[config.mk]
export PLATFORM = sky130hd
export DESIGN_NAME = ifetch_csr
export DESIGN_NICKNAME = d
export VERILOG_FILES = /design/src/ifetch_pkg.sv /design/src/ifetch_csr.sv
export VERILOG_INCLUDE_DIRS = /design/src
export SDC_FILE = /design/constraint.sdc
export NUM_CORES = 1
export LEC_CHECK = 0
export BUFFER_PORTS_ARGS = -buffer_cell sky130_fd_sc_hd__buf_4
export CAP_MARGIN = 20
export CORE_MARGIN = 4
export CORE_UTILIZATION = 60
export CTS_BUF_LIST = sky130_fd_sc_hd__clkbuf_4
export CTS_CLUSTER_SIZE = 16
export DETAILED_ROUTE_END_ITERATION = 6
export GPL_ROUTABILITY_DRIVEN = 0
export MAX_ROUTING_LAYER = met4
export PLACE_DENSITY = 0.93
export SLEW_MARGIN = 20
export SYNTH_ARGS = -nofsm -noshare
export SYNTH_HDL_FRONTEND = slang
export SYNTH_SLANG_ARGS = --single-unit
[constraint.sdc]
create_clock -name clk -period 5.6 [get_ports clk]
set_clock_uncertainty 0.05 [all_clocks]
set_input_delay 0.84 -clock clk [delete_from_list [all_inputs] [get_ports clk]]
set_output_delay 0.84 -clock clk [all_outputs]
set_load 0.02 [all_outputs]
[src/ifetch_params.svh]
`ifndef IFETCH_PARAMS_SVH
`define IFETCH_PARAMS_SVH

// Physical address split into tag, line index and byte offset in the line
`define IF_TAG_LEN    20
`define IF_IDX_LEN    8
`define IF_OFS_LEN    4

// Words per cache line, one refill burst
`define IF_LINE_WORDS 4

`define IF_ATTACH_W   32 // Predictor info riding with each fetch

`endif
[src/ifetch_pkg.sv]
`include "ifetch_params.svh"

package ifetch_pkg;

  // Split request and response bus toward memory
  typedef struct packed {
    logic        valid;
    logic [1:0]  burst_len; // Beats minus one, 3 or 0
    logic [31:0] addr;
    logic        data_ok;   // Requester takes data
  } cache_bus_req_t;

  typedef struct packed {
    logic        ready;     // Address accepted
    logic        data_ok;
    logic        data_last;
    logic [31:0] r_data;
  } cache_bus_resp_t;

  typedef struct packed {
    logic [1:0]              valid; // One bit per slot
    logic [31:0]             vpc;
    logic [`IF_ATTACH_W-1:0] attached;
  } fetch_req_t;

  typedef struct packed {
    logic        psel;
    logic        penable;
    logic        pwrite;
    logic [11:0] paddr;
    logic [31:0] pwdata;
  } apb_req_t;

  typedef struct packed {
    logic        pready;
    logic [31:0] prdata;
    logic        pslverr;
  } apb_resp_t;

  typedef enum logic [3:0] {
    REG_CTRL   = 4'h0,
    REG_CMD    = 4'h4,
    REG_HITS   = 4'h8,
    REG_MISSES = 4'hC
  } ifetch_reg_e;

endpackage

[src/ifetch_csr.sv]
`timescale 1ns/100ps

module ifetch_csr (
  input  logic                  clk,
  input  logic                  rst_n,
  input  ifetch_pkg::apb_req_t  apb_i,
  output ifetch_pkg::apb_resp_t apb_o,
  output logic                  cache_en_o,
  output logic                  cacheop_valid_o,
  input  logic                  cacheop_ready_i,
  input  logic                  hit_pulse_i,
  input  logic                  miss_pulse_i
);
  import ifetch_pkg::*;

  logic        access, wr_en, mapped;
  logic        wr_ctrl, wr_cmd, wr_hits, wr_misses;
  logic        en_q, op_pend_q;
  logic [31:0] hits_q, misses_q;
  logic [31:0] rd_data;

  assign access = apb_i.psel && apb_i.penable; // Access phase
  assign wr_en  = access && apb_i.pwrite;

  always_comb begin
    rd_data = '0;
    mapped  = 1'b1;
    case (apb_i.paddr[3:0])
      REG_CTRL:   rd_data = {31'b0, en_q};
      REG_CMD:    rd_data = {31'b0, op_pend_q};
      REG_HITS:   rd_data = hits_q;
      REG_MISSES: rd_data = misses_q;
      default:    mapped  = 1'b0;
    endcase
    if (apb_i.paddr[11:4] != '0) begin
      mapped  = 1'b0;
      rd_data = '0;
    end
  end

  assign wr_ctrl   = wr_en && mapped && (apb_i.paddr[3:0] == REG_CTRL);
  assign wr_cmd    = wr_en && mapped && (apb_i.paddr[3:0] == REG_CMD);
  assign wr_hits   = wr_en && mapped && (apb_i.paddr[3:0] == REG_HITS);
  assign wr_misses = wr_en && mapped && (apb_i.paddr[3:0] == REG_MISSES);

  assign apb_o.pready  = 1'b1;
  assign apb_o.prdata  = rd_data;
  assign apb_o.pslverr = access && !apb_i.pwrite && !mapped;

  assign cache_en_o      = en_q;
  assign cacheop_valid_o = op_pend_q;

  always_ff @(posedge clk) begin
    if (!rst_n) begin
      en_q      <= 1'b1;
      op_pend_q <= 1'b0;
      hits_q    <= '0;
      misses_q  <= '0;
    end else begin
      if (wr_ctrl) begin
        en_q <= apb_i.pwdata[0];
      end
      // A second CMD while pending is dropped
      if (op_pend_q && cacheop_ready_i) begin
        op_pend_q <= 1'b0;
      end else if (wr_cmd) begin
        op_pend_q <= 1'b1;
      end
      if (wr_hits) begin
        hits_q <= '0;
      end else if (hit_pulse_i) begin
        hits_q <= hits_q + 1'b1;
      end
      if (wr_misses) begin
        misses_q <= '0;
      end else if (miss_pulse_i) begin
        misses_q <= misses_q + 1'b1;
      end
    end
  end

  a_op_hold: assert property (@(posedge clk) disable iff (!rst_n)
    cacheop_valid_o && !cacheop_ready_i |=> cacheop_valid_o);

endmodule

== Word level (Yosys, flattened, before mapping) ==
Cells that the tools add are included.

* Flip-flop bits (word level): 66
* Bits of input ports: 52
* Output and inout port bits: 36
* Word-level logic and storage cells: 32

* $add $sub $neg: 2
* Equality and inequality tests: 3
* Mux-type cells: 4
* Bitwise gates (word level): 1
* Reduce and logical (&&, ||, !) cells: 18

{| class="wikitable"
|+ Operators by type and width
! operator !! number
|-
| one-hot mux 32 bit (4 select lines) || 1
|-
| adder 32 x 1 -> 32 bit (second input constant) || 2
|-
| 2-to-1 mux 32 bit || 1
|-
| logical AND 1 bit || 10
|-
| == test 4 bit (second input constant) || 2
|-
| nonzero test 8 bit || 1
|-
| OR reduction 2 bit || 3
|-
| == test 4 x 3 -> 1 bit (second input constant) || 1
|-
| logical NOT 4 bit || 1
|-
| OR reduction 4 bit || 1
|-
| logical NOT 1 bit || 2
|-
| 2-to-1 mux 1 bit || 2
|-
| inverter 1 bit || 1
|}

== Logic depth before layout (Yosys ltp) ==
Gate-level depths: netlist of the first run.

* Depth after elaboration: 7
* Mapped depth: 8
* Depth with buffers taken out: 5

== Worst setup path before layout of the first run ==
OpenSTA, ideal clock, no wires.

* Kind: input -> output
* Start point: input port apb_i[33] (netlist name)
* End point: output port apb_o[10] (netlist name)
* Arrival time: 2.281 ns
* Data required time: 4.710 ns
* Path slack: 2.429 ns
* Stages on the path: 4
* Buffers on the path: 1
* Cell sequence: nor4b_1 clkbuf_1 a22oi_1 nor2_1

{| class="wikitable"
|+ RTL lines
! item !! line !! text
|-
| start: declaration || ifetch_csr.sv:6 || <nowiki>input ifetch_pkg::apb_req_t apb_i,</nowiki>
|-
| end: declaration || ifetch_csr.sv:7 || <nowiki>output ifetch_pkg::apb_resp_t apb_o,</nowiki>
|}

==> metrics.txt, run 1 <==
uppermost layer routed met4; Mapped Area 3642 um2; GRT Residual Overflow 0; wire per inst approximately 17 um; clk_lat worst skew ~0.42 ns; Psw about 0.21 mW; DP HPWL between 6 and 7 mm; Post-CTS Setup Repair Bufs 0; Filler cells approximately 460; Nets approximately 540; startpoint types primary input; Async SR Flop Fraction 0%; Pint slightly below 0.7 mW; DIE WIDTH 85.91 um; CTS tree done; CORE AREA 5921 um2; remaining antenna violation count 0; most frequent CP cell buf_4; syn nets between 500 and 600; Reg area ~1300 um2; commonest cells after routing, fill and taps aside dfxtp_1, buf_4, nor2_1; Die H 85.91 um; sequential power share between 50 and 60%; Hold WS roughly 0.45 ns; Netlist cell types 44; fmax 249.1 MHz; Max-Cap Viols 0; hold path depth 2; Worst Max-Slew Pin Slew between 1 and 1.5 ns; Layout area overhead 14.57%; I/O pins 88; Slew Limit Fails 0; share of post-route cells with drive strength above 1 between 10% and 20%; Clk pin slew, worst setup/hold paths 0.12 ns; most common cell after layout, fill and taps aside dfxtp_1; DR WL met3 approximately 560 um; H-tree depth 3; top-area cell type share of the netlist area about 36%; switching share of power roughly a quarter; PnR worst setup slack 1.586 ns; largest area contributor in the netlist dfxtp_1; hold path startpoint hits_q[31]; sequential area share after synthesis 36.28%; Crit-path slowest cell nand3_1; post_cts resized 0; r2r setup slk ~2.8 ns; Mean Syn Cell Area roughly 8.0 um2; largest stage delay on the critical path between 0.7 and 0.8 ns; area occupied by multi-input gates 2115 um2; Num Clock Sinks 66; number of synthesized flops with an enable pin 0; Required @ worst endpoint 4.71 ns; Post-Synthesis Cells roughly 450; critical path data arrival time between 3 and 4 ns; Top FF cell, synth dfxtp_1; setup TNS 0 ns; synthesized flop and latch total 66; CTS Hold Bufs 0; Tmin final around 4 ns; count of final hold-check violations 0; largest net degree at the start of global routing 35; VDD IR max between 0.15 and 0.2 mV; diode count 0; antenna violations before repair 0; Crit Path Max Fanout 19; worst slack, placed between 1.5 and 2 ns; Inserted Clock Buffers 9; post-route cell area around 4200 um2; Register-to-Register Path Depth 5; dpl cell area 4018 um2; reg2reg start hits_q[0]; crit path cell chain buf_4 -> nor4_1 -> nand3_1 -> buf_4 -> and4b_1 -> buf_4; kind of critical path in -> out; DRT Wirelength slightly below 10 mm; Worst path top cell family by delay simple AND/OR/NAND/NOR gates; Row Count 28; Hold Path Class reg -> reg; pwr dens 212.1 nW/um2; Final period util approximately 72%; drt first pass iters 5; unrepaired setup endpoints after global routing false; routed length on met1 roughly 4.1 mm; critical path startpoint apb_i[41]; met2 wire len between 4 and 5 mm; Logic pwr share around 4.8%; Root Buffer clkbuf_4; Tot GR Track Use between 20% and 30%; Final Util between 70% and 80%; Avg Vias per Cell 6.534; Clk pwr share between 40% and 50%; status finished clean; buffer depth of the longest clock path 2; final setup violation count 0; DR iter-0 viols between 400 and 500; port bufs between 50 and 60; dominant cells by area after synthesis dfxtp_1, a22oi_1, nor2_1; Worst Path Buf+Inv 3; via count around 3,700; WP depth 6; Slew Limit Headroom 30.16%; drt drc 0; number of global-route vias before repair between 3,000 and 4,000; crit end category output pin; warnings from Yosys 0; full die area roughly 7400 um2; first-pass GRT wire length about 16 mm; leakage power around 1.3 nW; Initial Utilization approximately three fifths
-- power groups by stage --
| stage | Clock (mW) | Sequential [mW] | Combinational [mW] |
|---|---|---|---|
| 2_1_floorplan | 0 | 0.487 | 0.0255 |
| 3_3_place_gp | 0 | 0.488 | 0.0411 |
| 3_5_place_dp | 0 | 0.489 | 0.0424 |
| 4_1_cts | 0.361 | 0.478 | 0.0425 |
| 5_1_grt | 0.384 | 0.479 | 0.0474 |
| 6_report | 0.364 | 0.478 | 0.0427 |
-- final timing paths --
kind / endpoint
setup reg to reg: hits_q[26]
hold reg to reg: hits_q[31]
setup / recovery: apb_o[0]
hold / removal: hits_q[31]
-- metrics by stage --
stage	total power, mW	cells
final	0.8849	567
after global routing	0.9104	567
after CTS	0.8817	567
after detailed placement	0.5310	552
after global placement	0.5295	552
after floorplan	0.5121	454
-- per-layer routing --
layer,vias to the layer above,GRT usage (%)
met4,0,12.81
met3,30,4.803
met2,154,44.92
met5,-,-
li1,1767,-
met1,1754,34.69
-- cells in the mapped netlist, drive strengths merged (10+ instances only) --
library cell and count:
a21oi 36, a22oi 31, clkbuf 28, dfxtp 66, inv 14, nand2 22, nand3 22, nand4 16
nor2 57, nor4 10, o21ai 14, o31ai 22, or3 15, or4 26, xnor2 12, xor2 10
-- state kept, by name, indices dropped and copies added, names as in the netlist --
signal / cells
hits_q: 32
cache_en_o: 1
misses_q: 32
cacheop_valid_o: 1
-- worst register-to-register path: stages, from the launching register on --
cell,delay [ns]
dfxtp_1,0.51
ha_1,0.27
nand4_4,0.16
or4_1,0.89
or4_1,0.58
a21oi_1,0.22
-- layout make-up --
type,count,area share (%)
Clock buffer,10,1.799
Clock inverter,5,1.919
Inverter,14,1.259
Multi-Input combinational cell,339,50.67
Sequential cell,66,31.66
Tap cell,75,2.249
Timing Repair Buffer,58,10.43
-- cells by family (layout without fill, tap and decap cells) --
kind of cell | count (synthesis) | in the layout | synth area share (%)
xor+xnor | 22 | 22 | 5.290
buf+inv | 49 | 87 | 6.252
compound gates | 110 | 110 | 19.55
other cells | 1 | 1 | 0.1030
mux | 7 | 7 | 1.924
fa+ha+maj | 2 | 2 | 0.6869
flops | 66 | 66 | 36.28
simple gates | 197 | 197 | 29.92
(Power assumes the default switching activity.)
==> run 2, diff against run 1 <==
- CORE_UTILIZATION: 60 -> 56
- PLACE_DENSITY: 0.93 -> 0.88
- clock period: 5.6 -> 3.9 ns (I/O delays scaled with it)
==> metrics.txt, run 2 (synthesized netlist as in run 1, its figures left out) <==
post_cts resized 0 (unchanged); fmax about 340 MHz; leakage power 1.311 nW (was 1.300 nW); Clk pin slew, worst setup/hold paths 0.10 ns (was 0.12 ns); PnR worst setup slack 0.9445 ns (was 1.586 ns); critical path data arrival time 2.32 ns (was 3.12 ns); CORE AREA 6350 um2 (was 5921 um2); Worst Path Buf+Inv 3 (unchanged); first-pass GRT wire length 15.46 mm (was 16.31 mm); setup TNS 0 ns (unchanged); H-tree depth 3 (unchanged); Inserted Clock Buffers 9 (unchanged); Slew Limit Headroom 29.96% (was 30.16%); dpl cell area 4028 um2 (was 4018 um2); Row Count 29 (was 28); worst slack, placed 0.9543 ns (was 1.677 ns); antenna violations before repair 0 (unchanged); buffer depth of the longest clock path 2 (unchanged); crit path cell chain buf_4 -> nor4_1 -> nand3_1 -> buf_4 -> and4b_1 -> buf_4 (unchanged); full die area 7858 um2 (was 7381 um2); unrepaired setup endpoints after global routing false (unchanged); I/O pins 88 (unchanged); Layout area overhead 14.87% (was 14.57%); remaining antenna violation count 0 (unchanged); Num Clock Sinks 66 (unchanged); largest stage delay on the critical path 0.63 ns (was 0.74 ns); post-placement cell count 555 (was 552); Required @ worst endpoint 3.26 ns (was 4.71 ns); diode count 0 (unchanged); crit end category output pin (unchanged); VDD IR max 0.2047 mV (was 0.1850 mV); Die H 88.65 um (was 85.91 um); CTS tree done (unchanged); Layout Cells excl Fill 571 (was 567); CTS Hold Bufs 0 (unchanged); final setup violation count 0 (unchanged); Nets 543 (was 542); total power after layout 1.271 mW (was 0.8849 mW); most frequent CP cell buf_4 (unchanged); Worst Max-Slew Pin Slew 1.051 ns (was 1.048 ns); Final period util about 76%; port bufs 55 (unchanged); Hold Path Class in -> reg (was reg -> reg); Post-CTS Setup Repair Bufs 0 (unchanged); Crit Path Max Fanout 31 (was 19); Hold WS 0.3251 ns (was 0.4491 ns); Reg area 1321 um2 (unchanged); GRT Residual Overflow 0 (unchanged); Final Util 65.89% (was 70.48%); Root Buffer clkbuf_4 (unchanged); pwr dens 303.8 nW/um2 (was 212.1 nW/um2); commonest cells after routing, fill and taps aside dfxtp_1, buf_4, nor2_1 (unchanged); Crit-path slowest cell nor4_1 (was nand3_1); Initial Utilization 57.36% (was 61.52%); drt drc 0 (unchanged); largest net degree at the start of global routing 35 (unchanged); Filler cells 509 (was 457); Slew Limit Fails 0 (unchanged); DR iter-0 viols 371 (was 435); post-route cell area 4184 um2 (was 4173 um2); wire per inst 16.51 um (was 17.34 um); Tot GR Track Use 25.67% (was 28.13%); drt first pass iters 5 (unchanged); via count 3,675 (was 3,705); status finished clean (unchanged); most common cell after layout, fill and taps aside dfxtp_1 (unchanged); clk_lat worst skew 0.43 ns (was 0.42 ns); kind of critical path in -> out (unchanged); Avg Vias per Cell 6.436 (was 6.534); Tmin final around 3.0 ns; number of global-route vias before repair 3,231 (was 3,433); area occupied by multi-input gates 2115 um2 (unchanged); Max-Cap Viols 0 (unchanged); startpoint types primary input (unchanged); Largest regs hits_q x32, misses_q x32 (unchanged); share of post-route cells with drive strength above 1 16.40% (was 16.26%); DP HPWL 6.600 mm (was 6.664 mm); DRT Wirelength 9.426 mm (was 9.834 mm); DIE WIDTH 88.65 um (was 85.91 um); count of final hold-check violations 0 (unchanged); Worst path top cell family by delay simple AND/OR/NAND/NOR gates (unchanged)
==> run 2: cell types whose count changed in the layout (fill, tap and decap cells not counted) <==
cell,change
buf_4,+1
clkinvlp_4,-1
clkinv_2,+1
clkinv_1,+1
==> run 2: final timing paths <==
| check | startpoint | end | slack (ns) | cells after the start |
|---|---|---|---|---|
| worst max-delay path | apb_i[37] | apb_o[0] | 0.94 | 6 |
| worst min-delay path | rst_n | cacheop_valid_o | 0.33 | 2 |
| worst max register to register | hits_q[0] | hits_q[30] | 1.20 | 5 |
| worst min register to register | hits_q[31] | hits_q[31] | 0.45 | 2 |
==> run 2: final cells by class <==
type	instances	area share (%)
Clock buffer	10	1.794
Clock inverter	6	1.944
Inverter	14	1.256
Multi-Input combinational cell	339	50.54
Sequential cell	66	31.58
Tap cell	77	2.303
Timing Repair Buffer	59	10.59
==> run 2: power by group <==
group	leakage, nW	switching [mW]	internal, mW
combinational	0.693	0.0351	0.0270
sequential	0.532	0.00838	0.678
clock	0.0854	0.259	0.263
total	1.31	0.303	0.968
==> run 2: worst register-to-register path, stage by stage, from the launching register on <==
cell and delay (ns):
dfxtp_1 0.51, ha_1 0.28, nand4_4 0.16, or4_1 0.87, or4_1 0.61, a21oi_1 0.16
==> run 2: per-layer routing <==
metal  wire, um  GRT usage [%]  vias to the layer above
met2       4627          40.89                      118
met4        128          7.830                        0
met1       4211          33.09                     1780
met3        459          4.655                       15
li1           -              -                     1762
met5          0              -                        -
