--- config.mk ---
export PLATFORM = sky130hd
export DESIGN_NAME = core_ifetch
export DESIGN_NICKNAME = d
export VERILOG_FILES = /design/src/ifetch_pkg.sv /design/src/core_ifetch.sv
export VERILOG_INCLUDE_DIRS = /design/src
export SDC_FILE = /design/constraint.sdc
export NUM_CORES = 1
export LEC_CHECK = 0
export BUFFER_PORTS_ARGS = -buffer_cell sky130_fd_sc_hd__buf_2
export CORE_AREA = 2 2 238 240
export CTS_CLUSTER_SIZE = 10
export DETAILED_ROUTE_END_ITERATION = 6
export DIE_AREA = 0 0 240 242
export SLEW_MARGIN = 20
export SYNTH_ARGS = -nofsm -noshare
export SYNTH_HDL_FRONTEND = slang
export SYNTH_SLANG_ARGS = --single-unit
--- constraint.sdc ---
create_clock -name clk -period 4.1 [get_ports clk]
set_clock_uncertainty 0.05 [all_clocks]
set_input_delay 0.615 -clock clk [delete_from_list [all_inputs] [get_ports clk]]
set_output_delay 0.615 -clock clk [all_outputs]
set_load 0.01 [all_outputs]
--- src/ifetch_params.svh ---
`ifndef IFETCH_PARAMS_SVH
`define IFETCH_PARAMS_SVH

// Physical address split into tag, line index and byte offset in the line
`define IF_TAG_LEN    20
`define IF_IDX_LEN    8
`define IF_OFS_LEN    4

// Words per cache line, one refill burst
`define IF_LINE_WORDS 4

`define IF_ATTACH_W   32 // Predictor info riding with each fetch

`endif
--- src/ifetch_pkg.sv ---
`include "ifetch_params.svh"

package ifetch_pkg;

  // Split request and response bus toward memory
  typedef struct packed {
    logic        valid;
    logic [1:0]  burst_len; // Beats minus one, 3 or 0
    logic [31:0] addr;
    logic        data_ok;   // Requester takes data
  } cache_bus_req_t;

  typedef struct packed {
    logic        ready;     // Address accepted
    logic        data_ok;
    logic        data_last;
    logic [31:0] r_data;
  } cache_bus_resp_t;

  typedef struct packed {
    logic [1:0]              valid; // One bit per slot
    logic [31:0]             vpc;
    logic [`IF_ATTACH_W-1:0] attached;
  } fetch_req_t;

  typedef struct packed {
    logic        psel;
    logic        penable;
    logic        pwrite;
    logic [11:0] paddr;
    logic [31:0] pwdata;
  } apb_req_t;

  typedef struct packed {
    logic        pready;
    logic [31:0] prdata;
    logic        pslverr;
  } apb_resp_t;

  typedef enum logic [3:0] {
    REG_CTRL   = 4'h0,
    REG_CMD    = 4'h4,
    REG_HITS   = 4'h8,
    REG_MISSES = 4'hC
  } ifetch_reg_e;

endpackage

--- src/core_ifetch.sv ---
`timescale 1ns/100ps
`include "ifetch_params.svh"

module core_ifetch (
  input  logic                            clk,
  input  logic                            rst_n,
  input  ifetch_pkg::fetch_req_t          fetch_i,
  output logic                            ready_o,
  input  logic [31:0]                     ppc_i,
  input  logic                            paddr_valid_i,
  input  logic                            uncached_i,
  input  logic                            cache_en_i,
  output logic [31:0]                     vpc_o,
  output logic [1:0]                      valid_o,
  output logic [1:0][31:0]                inst_o,
  output logic [`IF_ATTACH_W-1:0]         attached_o,
  input  logic                            ready_i,
  input  logic                            clr_i,
  input  logic                            cacheop_valid_i,
  output logic                            cacheop_ready_o,
  output logic                            hit_pulse_o,
  output logic                            miss_pulse_o,
  output ifetch_pkg::cache_bus_req_t      bus_req_o,
  input  ifetch_pkg::cache_bus_resp_t     bus_resp_i,
  output logic [`IF_IDX_LEN-1:0]          lookup_idx_o,
  input  logic                            tag_hit_i,
  input  logic [`IF_LINE_WORDS-1:0][31:0] line_data_i,
  output logic                            refill_we_o,
  output logic [`IF_IDX_LEN-1:0]          refill_idx_o,
  output logic [`IF_TAG_LEN-1:0]          refill_tag_o,
  output logic [`IF_LINE_WORDS-1:0][31:0] refill_line_o,
  output logic                            inval_start_o,
  input  logic                            inval_busy_i
);

  typedef enum logic [2:0] {
    S_IDLE, S_RF_ADDR, S_RF_DATA, S_RF_WRITE, S_PT_ADDR, S_PT_DATA, S_INVAL
  } state_e;

  // MMU result for the request in the stage, held once seen
  typedef struct packed {
    logic        valid;
    logic        unc;
    logic        hit;
    logic [31:0] ppc;
  } xlat_t;

  state_e                          state_q, state_d;
  xlat_t                           xlat_q;
  logic [31:0]                     f1_vpc_q;
  logic [1:0]                      f1_valid_q;
  logic [`IF_ATTACH_W-1:0]         f1_attached_q;
  logic                            done_q;  // Result sits in skid
  logic                            slot_q;
  logic [1:0]                      beat_q;
  logic [`IF_LINE_WORDS-1:0][31:0] line_q;
  logic [1:0][31:0]                skid_q;
  logic                            f1_full, cur_ok, cur_unc, cur_hit, avail;
  logic                            cacheop_fire, pt_last;
  logic [31:0]                     cur_ppc;

  function automatic logic [1:0][31:0] pick_pair(input logic [`IF_LINE_WORDS-1:0][31:0] line,
                                                 input logic [`IF_OFS_LEN-4:0] sel);
    return {line[{sel, 1'b1}], line[{sel, 1'b0}]};
  endfunction

  assign f1_full = |f1_valid_q;
  assign cur_ok  = xlat_q.valid | paddr_valid_i;
  assign cur_unc = xlat_q.valid ? xlat_q.unc : (uncached_i | ~cache_en_i);
  assign cur_hit = xlat_q.valid ? xlat_q.hit : tag_hit_i;
  assign cur_ppc = xlat_q.valid ? xlat_q.ppc : ppc_i;
  assign pt_last = slot_q || !f1_valid_q[1];

  assign avail = (state_q == S_IDLE) && !inval_busy_i &&
                 (done_q || (cur_ok && !cur_unc && cur_hit));
  assign cacheop_ready_o = (state_q == S_IDLE);
  assign cacheop_fire    = cacheop_valid_i && cacheop_ready_o;
  assign ready_o = ready_i && (state_q == S_IDLE) && !inval_busy_i && !cacheop_valid_i &&
                   (!f1_full || avail);

  assign valid_o    = avail ? f1_valid_q : 2'b00;
  assign inst_o     = done_q ? skid_q : pick_pair(line_data_i, f1_vpc_q[`IF_OFS_LEN-1:3]);
  assign vpc_o      = f1_vpc_q;
  assign attached_o = f1_attached_q;

  assign hit_pulse_o  = ready_o && f1_full && !done_q; // Consumed straight from the array
  assign miss_pulse_o = (state_q == S_IDLE) && (state_d == S_RF_ADDR);

  assign lookup_idx_o  = f1_vpc_q[`IF_OFS_LEN +: `IF_IDX_LEN];
  assign refill_we_o   = (state_q == S_RF_WRITE);
  assign refill_idx_o  = f1_vpc_q[`IF_OFS_LEN +: `IF_IDX_LEN];
  assign refill_tag_o  = cur_ppc[31 -: `IF_TAG_LEN];
  assign refill_line_o = line_q;
  assign inval_start_o = cacheop_fire;

  always_comb begin
    state_d = state_q;
    case (state_q)
      S_IDLE: begin
        if (cacheop_valid_i) begin
          state_d = S_INVAL;
        end else if (f1_full && !done_q && cur_ok) begin
          if (cur_unc) begin
            state_d = S_PT_ADDR;
          end else if (!cur_hit) begin
            state_d = S_RF_ADDR;
          end
        end
      end
      S_RF_ADDR: begin
        if (bus_resp_i.ready) begin
          state_d = S_RF_DATA;
        end
      end
      S_RF_DATA: begin
        if (bus_resp_i.data_ok && bus_resp_i.data_last) begin
          state_d = S_RF_WRITE;
        end
      end
      S_RF_WRITE: state_d = S_IDLE;
      S_PT_ADDR: begin
        if (bus_resp_i.ready) begin
          state_d = S_PT_DATA;
        end
      end
      S_PT_DATA: begin
        if (bus_resp_i.data_ok) begin
          state_d = pt_last ? S_IDLE : S_PT_ADDR;
        end
      end
      S_INVAL: begin
        if (!inval_busy_i) begin
          state_d = S_IDLE;
        end
      end
      default: state_d = S_IDLE;
    endcase
  end

  always_comb begin
    bus_req_o.valid     = 1'b0;
    bus_req_o.burst_len = 2'd0;
    bus_req_o.addr      = {cur_ppc[31:`IF_OFS_LEN], {`IF_OFS_LEN{1'b0}}}; // Line base
    bus_req_o.data_ok   = (state_q == S_RF_DATA) || (state_q == S_PT_DATA);
    if (state_q == S_RF_ADDR) begin
      bus_req_o.valid     = 1'b1;
      bus_req_o.burst_len = 2'(`IF_LINE_WORDS - 1);
    end else if (state_q == S_PT_ADDR) begin
      bus_req_o.valid = 1'b1;
      bus_req_o.addr  = {cur_ppc[31:3], slot_q, 2'b00};
    end
  end

  always_ff @(posedge clk) begin
    if (!rst_n) begin
      state_q    <= S_IDLE;
      f1_valid_q <= '0;
      done_q     <= 1'b0;
      xlat_q     <= '0;
    end else begin
      state_q <= state_d;
      if (clr_i) begin
        f1_valid_q <= '0;
      end else if (ready_o) begin
        f1_valid_q <= fetch_i.valid;
      end
      if (ready_o) begin
        done_q <= 1'b0;
      end else if (state_q == S_RF_WRITE || (state_q == S_PT_DATA && state_d == S_IDLE)) begin
        done_q <= 1'b1;
      end
      if (ready_o) begin
        xlat_q.valid <= 1'b0;
      end else begin
        if (!xlat_q.valid && paddr_valid_i && f1_full) begin
          xlat_q.valid <= 1'b1;
          xlat_q.unc   <= uncached_i | ~cache_en_i;
          xlat_q.hit   <= tag_hit_i && (state_q == S_IDLE);
          xlat_q.ppc   <= ppc_i;
        end
        if (cacheop_fire) begin
          xlat_q.hit <= 1'b0; // Line is gone after the sweep, refetch
        end
      end
    end
  end

  always_ff @(posedge clk) begin
    if (ready_o) begin
      f1_vpc_q      <= fetch_i.vpc;
      f1_attached_q <= fetch_i.attached;
    end
    if (state_q == S_RF_ADDR) begin
      beat_q <= '0;
    end else if (state_q == S_RF_DATA && bus_resp_i.data_ok) begin
      line_q[beat_q] <= bus_resp_i.r_data;
      beat_q         <= beat_q + 1'b1;
    end
    if (state_q == S_RF_WRITE) begin
      skid_q <= pick_pair(line_q, f1_vpc_q[`IF_OFS_LEN-1:3]);
    end else if (state_q == S_PT_DATA && bus_resp_i.data_ok) begin
      skid_q[slot_q] <= bus_resp_i.r_data;
    end
    if (state_q == S_IDLE) begin
      slot_q <= ~f1_valid_q[0]; // First valid slot
    end else if (state_q == S_PT_DATA && bus_resp_i.data_ok) begin
      slot_q <= 1'b1;
    end
  end

  a_req_hold: assert property (@(posedge clk) disable iff (!rst_n)
    bus_req_o.valid && !bus_resp_i.ready |=> bus_req_o.valid);

  a_data_in_state: assert property (@(posedge clk) disable iff (!rst_n)
    bus_resp_i.data_ok |-> (state_q inside {S_RF_DATA, S_PT_DATA}));

endmodule

# [Word level (Yosys, flattened, before mapping)]
# Cells that the tools add are included.
[op_classes] n_bitwise=7 add_sub_neg=1 mux=41 reduce_logical=46 eq_ne=7 n_lt_le_gt_ge=6
[ops] operator="$mux 32" n=11
[ops] operator="$mux 64" n=3
[ops] operator="$bwmux 128" n=1
[ops] operator="$bwmux 64" n=1
[ops] operator="$demux 32 s2" n=1
[ops] operator="$mux 33" n=1
[ops] operator="$demux 32 s1" n=1
[ops] operator="$mux 3" n=10
[ops] operator="$logic_and 1x1->1" n=23
[ops] operator="$pmux 3 s6" n=1
[ops] operator="$eq 3x3->1 const B" n=3
[ops] operator="$lt 2x3->1 const B" n=3
[ops] operator="$mux 4" n=2
[ops] operator="$logic_not 1->1" n=7
[ops] operator="$mux 1" n=7
[ops] operator="$eq 3x1->1 const B" n=2
[ops] operator="$eq 3x2->1 const B" n=2
[ops] operator="$logic_not 3->1" n=2
[ops] operator="$reduce_and 2->1" n=3
[ops] operator="$reduce_bool 2->1" n=3
[ops] operator="$reduce_or 2->1" n=3
[ops] operator="$logic_or 1x1->1" n=5
[ops] operator="$not 1->1" n=5
[ops] operator="$mux 2" n=2
[ops] operator="other kinds (5)" n=6
[word_totals] out_inout_bits=336 input_bits=271 regBits=300 wordCells=125

# [Longest topological paths before layout]
[logic_depth] word_depth=12 depth_mapped=8 depth_no_buf=6

# [Least setup slack after synthesis]
# No wires, ideal clock.
[synth_timing] path_kind="input to output" from="in uncached_i" to="out hit_pulse_o" t_arrival_ns=3.725 n_path_buf=0 required_ns=3.435 stages=4 slack_ns=-0.290 cell_sequence="or3b_1 -> a22o_1 -> a21oi_2 -> and2_1"
[synth_via] elab_chain_cells=11
[synth_rtl] element="start: declaration" line_no="core_ifetch.sv:11" text="input logic uncached_i,"
[synth_rtl] element="$or 1x1->1" line_no="core_ifetch.sv:69" text="assign cur_unc = xlat_q.valid ? xlat_q.unc : (uncached_i | ~cache_en_i);"
[synth_rtl] element="$mux 1" line_no="core_ifetch.sv:69"
[synth_rtl] element="$logic_not 1->1" line_no="core_ifetch.sv:75" text="(done_q || (cur_ok && !cur_unc && cur_hit));"
[synth_rtl] element="$logic_and 1x1->1 (2 in a row)" line_no="core_ifetch.sv:75"
[synth_rtl] element="$logic_or 1x1->1" line_no="core_ifetch.sv:75"
[synth_rtl] element="$logic_and 1x1->1" line_no="core_ifetch.sv:74" text="assign avail = (state_q == S_IDLE) && !inval_busy_i &&"
[synth_rtl] element="$logic_or 1x1->1" line_no="core_ifetch.sv:79" text="(!f1_full || avail);"
[synth_rtl] element="$logic_and 1x1->1" line_no="core_ifetch.sv:78" text="assign ready_o = ready_i && (state_q == S_IDLE) && !inval_busy_i && !cacheop_valid_i &&"
[synth_rtl] element="via ready_o" line_no="core_ifetch.sv:8" text="output logic ready_o,"
[synth_rtl] element="$logic_and 1x1->1 (2 in a row)" line_no="core_ifetch.sv:86" text="assign hit_pulse_o = ready_o && f1_full && !done_q;"
[synth_rtl] element="end: declaration" line_no="core_ifetch.sv:21" text="output logic hit_pulse_o,"
# The timed path passes the listed nets, and every way through them passes these cells.

==> impl_metrics.yaml <==
sta:
  setup_ws_ns: 1.02
  rsz0062_at_grt: "no"
  period_needed_ns: 3.08
  fin_tns_setup_ns: 0
  worst_hold_slack_ns: 0.204
  setup_viol: 0
  slew_headroom_pct: 28.7
  slew_violations: 0
  max_clock_freq_mhz: 325
  fin_crit_sh_pct: 75.1
  hold_viol: 0
  worst_pin_slew_ns: 1.07
route:
  drc_errors: 0
  ant_nets: 0
  num_vias: 10000
  drt-initial-drc-count: 513
  post_drt_via_cell_ratio: 4.33
  dr.pass1.iters: 4
  wl_per_cell_um: 18.5
  wirelength_um: 42800
global_routing:
  first_global_vias: 9718
  grt_max_degree: 105
  grt_pass1_wl_um: 60700
  grt_overflow_total: 0
  grt_antenna_before_repair: 4
  grtUsageTotal_pct: 13.8
clock_tree:
  root_buffer: "clkbuf_16"
  cts_max_level: 2
  post_cts_resize_count: 0
  cts_tree: "done"
  clk_path_buf_depth: 3
  cts_buffers: 37
  cts.clk_slew.worst_paths_ns: 0.06
  insertion_delay_ns: 0.53
  hold_buffers: 0
  cts_sinks: 297
  cts_setup_buffers: 0
die:
  io_pins: 607
  die_area_um2: 58100
  initial_utilization_pct: 23.5
  die_x_um: 240
  fp.coreArea_um2: 55700
  die-height_um: 242
  rows: 87
power_and_ir_drop:
  max-vdd-ir-drop_mv: 0.258
  power_mw: 7.45
  p_per_area_nw_per_um2: 420
  p_leak_nw: 7.29
worst_hold_path:
  hold_path_end: "attached_o[23]$_DFFE_PN_"
  min_path_cells: 1
  hold_start: "fetch_i[23]"
  hold_class: "input pin to register"
worst_setup_path:
  cp.required_ns: 3.43
  cp.buffers_inverters: 2
  worstSetupEndpointType: "primary output"
  crit_chain: "buf_12, mux2i_1, o21ai_0, buf_2"
  critical-path-top-delay-family: "buffers and inverters"
  timing.rr.end: "vpc_o[16]$_DFFE_PN_"
  cp_max_fo: 101
  worstSetupStartpoint: "vpc_o[3]$_DFFE_PN_"
  path_class: "register to primary output"
  r2r-start: "xlat_q[34]$_SDFFE_PP0P_"
  max_stage_delay_ns: 0.43
  crit_slowest_cell: "o21ai_0"
  r2r_cells: 5
  startpoint_type: "register"
  cp_data_arrival_time_ns: 2.41
  r2r_setup_slack_ns: 1.39
yosys:
  ys_ff_latch: 297
  syn_area_per_cell_um2: 13.1
  synth.distinct_cells: 43
  yosys_most_used_dff: "edfxtp_1"
  synth_edf_count: 257
  async_flop_share_pct: 0
  netlist_instances: 998
  ys_seq_area_share_pct: 65.0
  synth_area_um2: 13100
  yosys_warnings: 0
place:
  port_buffers: 601
  pre_cts_ws_ns: 1.24
  dpl.hpwl_um: 30800
  gp_congestion: 0.915
outcome:
  outcome: "finished clean"
run:
  maxCapViolations: 0
cells_and_area:
  seq_area_um2: 8520
  layout-drive-gt1-share_pct: 45.1
  fill_cells: 5673
  nets: 1824
  multiInputGateArea_um2: 4000
  syn2layout_area_growth_pct: 35.5
  final_util_pct: 31.8
==> cells in the mapped netlist, types with 2 or more instances <==
| library cell | number | area [um2] |
|---|---|---|
| mux2i_1 | 162 | 1620 |
| nand2_1 | 135 | 507 |
| ha_1 | 4 | 50.1 |
| buf_4 | 39 | 293 |
| mux2_2 | 29 | 327 |
| edfxtp_1 | 257 | 7720 |
| inv_1 | 9 | 33.8 |
| nor2b_1 | 2 | 12.5 |
| dfxtp_1 | 40 | 801 |
| nand3_1 | 35 | 175 |
| nor4b_1 | 2 | 17.5 |
| buf_6 | 4 | 45.0 |
| nor2_1 | 10 | 37.5 |
| a311oi_1 | 2 | 17.5 |
| clkbuf_1 | 46 | 173 |
| xnor2_1 | 2 | 17.5 |
| a21oi_1 | 4 | 20.0 |
| a22o_1 | 2 | 17.5 |
| and3_1 | 4 | 25.0 |
| buf_2 | 8 | 40.0 |
| and2_1 | 7 | 43.8 |
| buf_1 | 10 | 37.5 |
| nand2b_1 | 3 | 18.8 |
| nand3b_1 | 33 | 248 |
| o21ai_0 | 131 | 656 |
==> area by class of cell <==
class | instances | area share (%)
Sequential cell | 297 | 48.0
Clock buffer | 43 | 5.52
Timing Repair Buffer | 618 | 17.8
Antenna cell | 2 | 0.0282
Clock inverter | 7 | 0.529
Multi-Input combinational cell | 586 | 22.6
Inverter | 9 | 0.190
Tap cell | 756 | 5.33
==> cells in the final DEF, fill, tap and decap left out, types with 2 or more instances in the layout <==
cell       instances
edfxtp_1         257
clkbuf_16         38
clkinv_1           2
a21oi_1            4
inv_1              9
nor2b_1            2
clkinv_2           2
clkbuf_1           4
buf_2            601
conb_1             2
xnor2_1            2
nand3b_1          33
mux2_2            29
and3_1             4
nor4b_1            2
o21ai_0          130
mux2i_1          162
nand3_1           34
bufinv_16          2
buf_4             15
a311oi_1           2
ha_1               4
nand2_1          134
diode_2            2
dfxtp_1           39
buf_12             2
and2_2             4
nand2b_1           3
and2_1             3
nor2_1            10
==> stage by stage <==
step	cell area, um2	instances
final	17700	2318
after global routing	17700	2316
after CTS	17700	2316
after detailed placement	16700	2266
after global placement	16700	2266
after floorplan	13100	999
==> where the power goes <==
| group | total [mW] | switching [mW] | internal [mW] |
|---|---|---|---|
| registers | 3.51 | 0.0773 | 3.44 |
| clock network | 3.00 | 1.20 | 1.80 |
| logic | 0.934 | 0.556 | 0.378 |
| total | 7.45 | 1.83 | 5.62 |
==> cells by family (layout without fill, tap and decap cells) <==
group	Yosys count	count (layout)	synth area share [%]
AOI/OAI and AO/OA	150	150	6.18
adders and majority gates	4	4	0.382
buffers and inverters	116	677	4.75
muxes	191	191	14.9
and+or+nand+nor	237	237	8.63
other	1	4	0.0286
xor gates and xnor gates	2	2	0.134
DFF	297	297	65.0
==> layer usage <==
metal	global-route usage (%)	up-vias	wire length, um
met3	3.19	61	2980
met2	23.6	384	21000
li1	-	4733	-
met1	17.3	4863	17900
met4	4.18	4	937
met5	0	-	21
==> flip-flops by register name (all words and copies together) (netlist names) <==
register,flops
attached_o,32
beat_q,2
done_q,1
f1_valid_q,2
refill_line_o,128
skid_q,64
slot_q,1
state_q,3
vpc_o,32
xlat_q,32
==> worst max path at each step <==
stage,to,cells after the start,slack (ns)
after global placement,vpc_o[26]$_DFFE_PN_,5,1.27
after CTS,miss_pulse_o,5,0.99
after global routing,miss_pulse_o,5,0.92
final,inst_o[0],4,1.02
after floorplan,skid_q[0]$_DFFE_PP_,4,0.39
after detailed placement,vpc_o[26]$_DFFE_PN_,5,1.24
==> worst reg2reg max path: cells and delay by family, from the launching register on <==
family,cells,cell delay (ns)
compound gates,2,0.56
flops,1,0.32
buf+inv,2,0.91
simple gates,1,0.45
No activity file was read; power rests on OpenSTA's default activity.
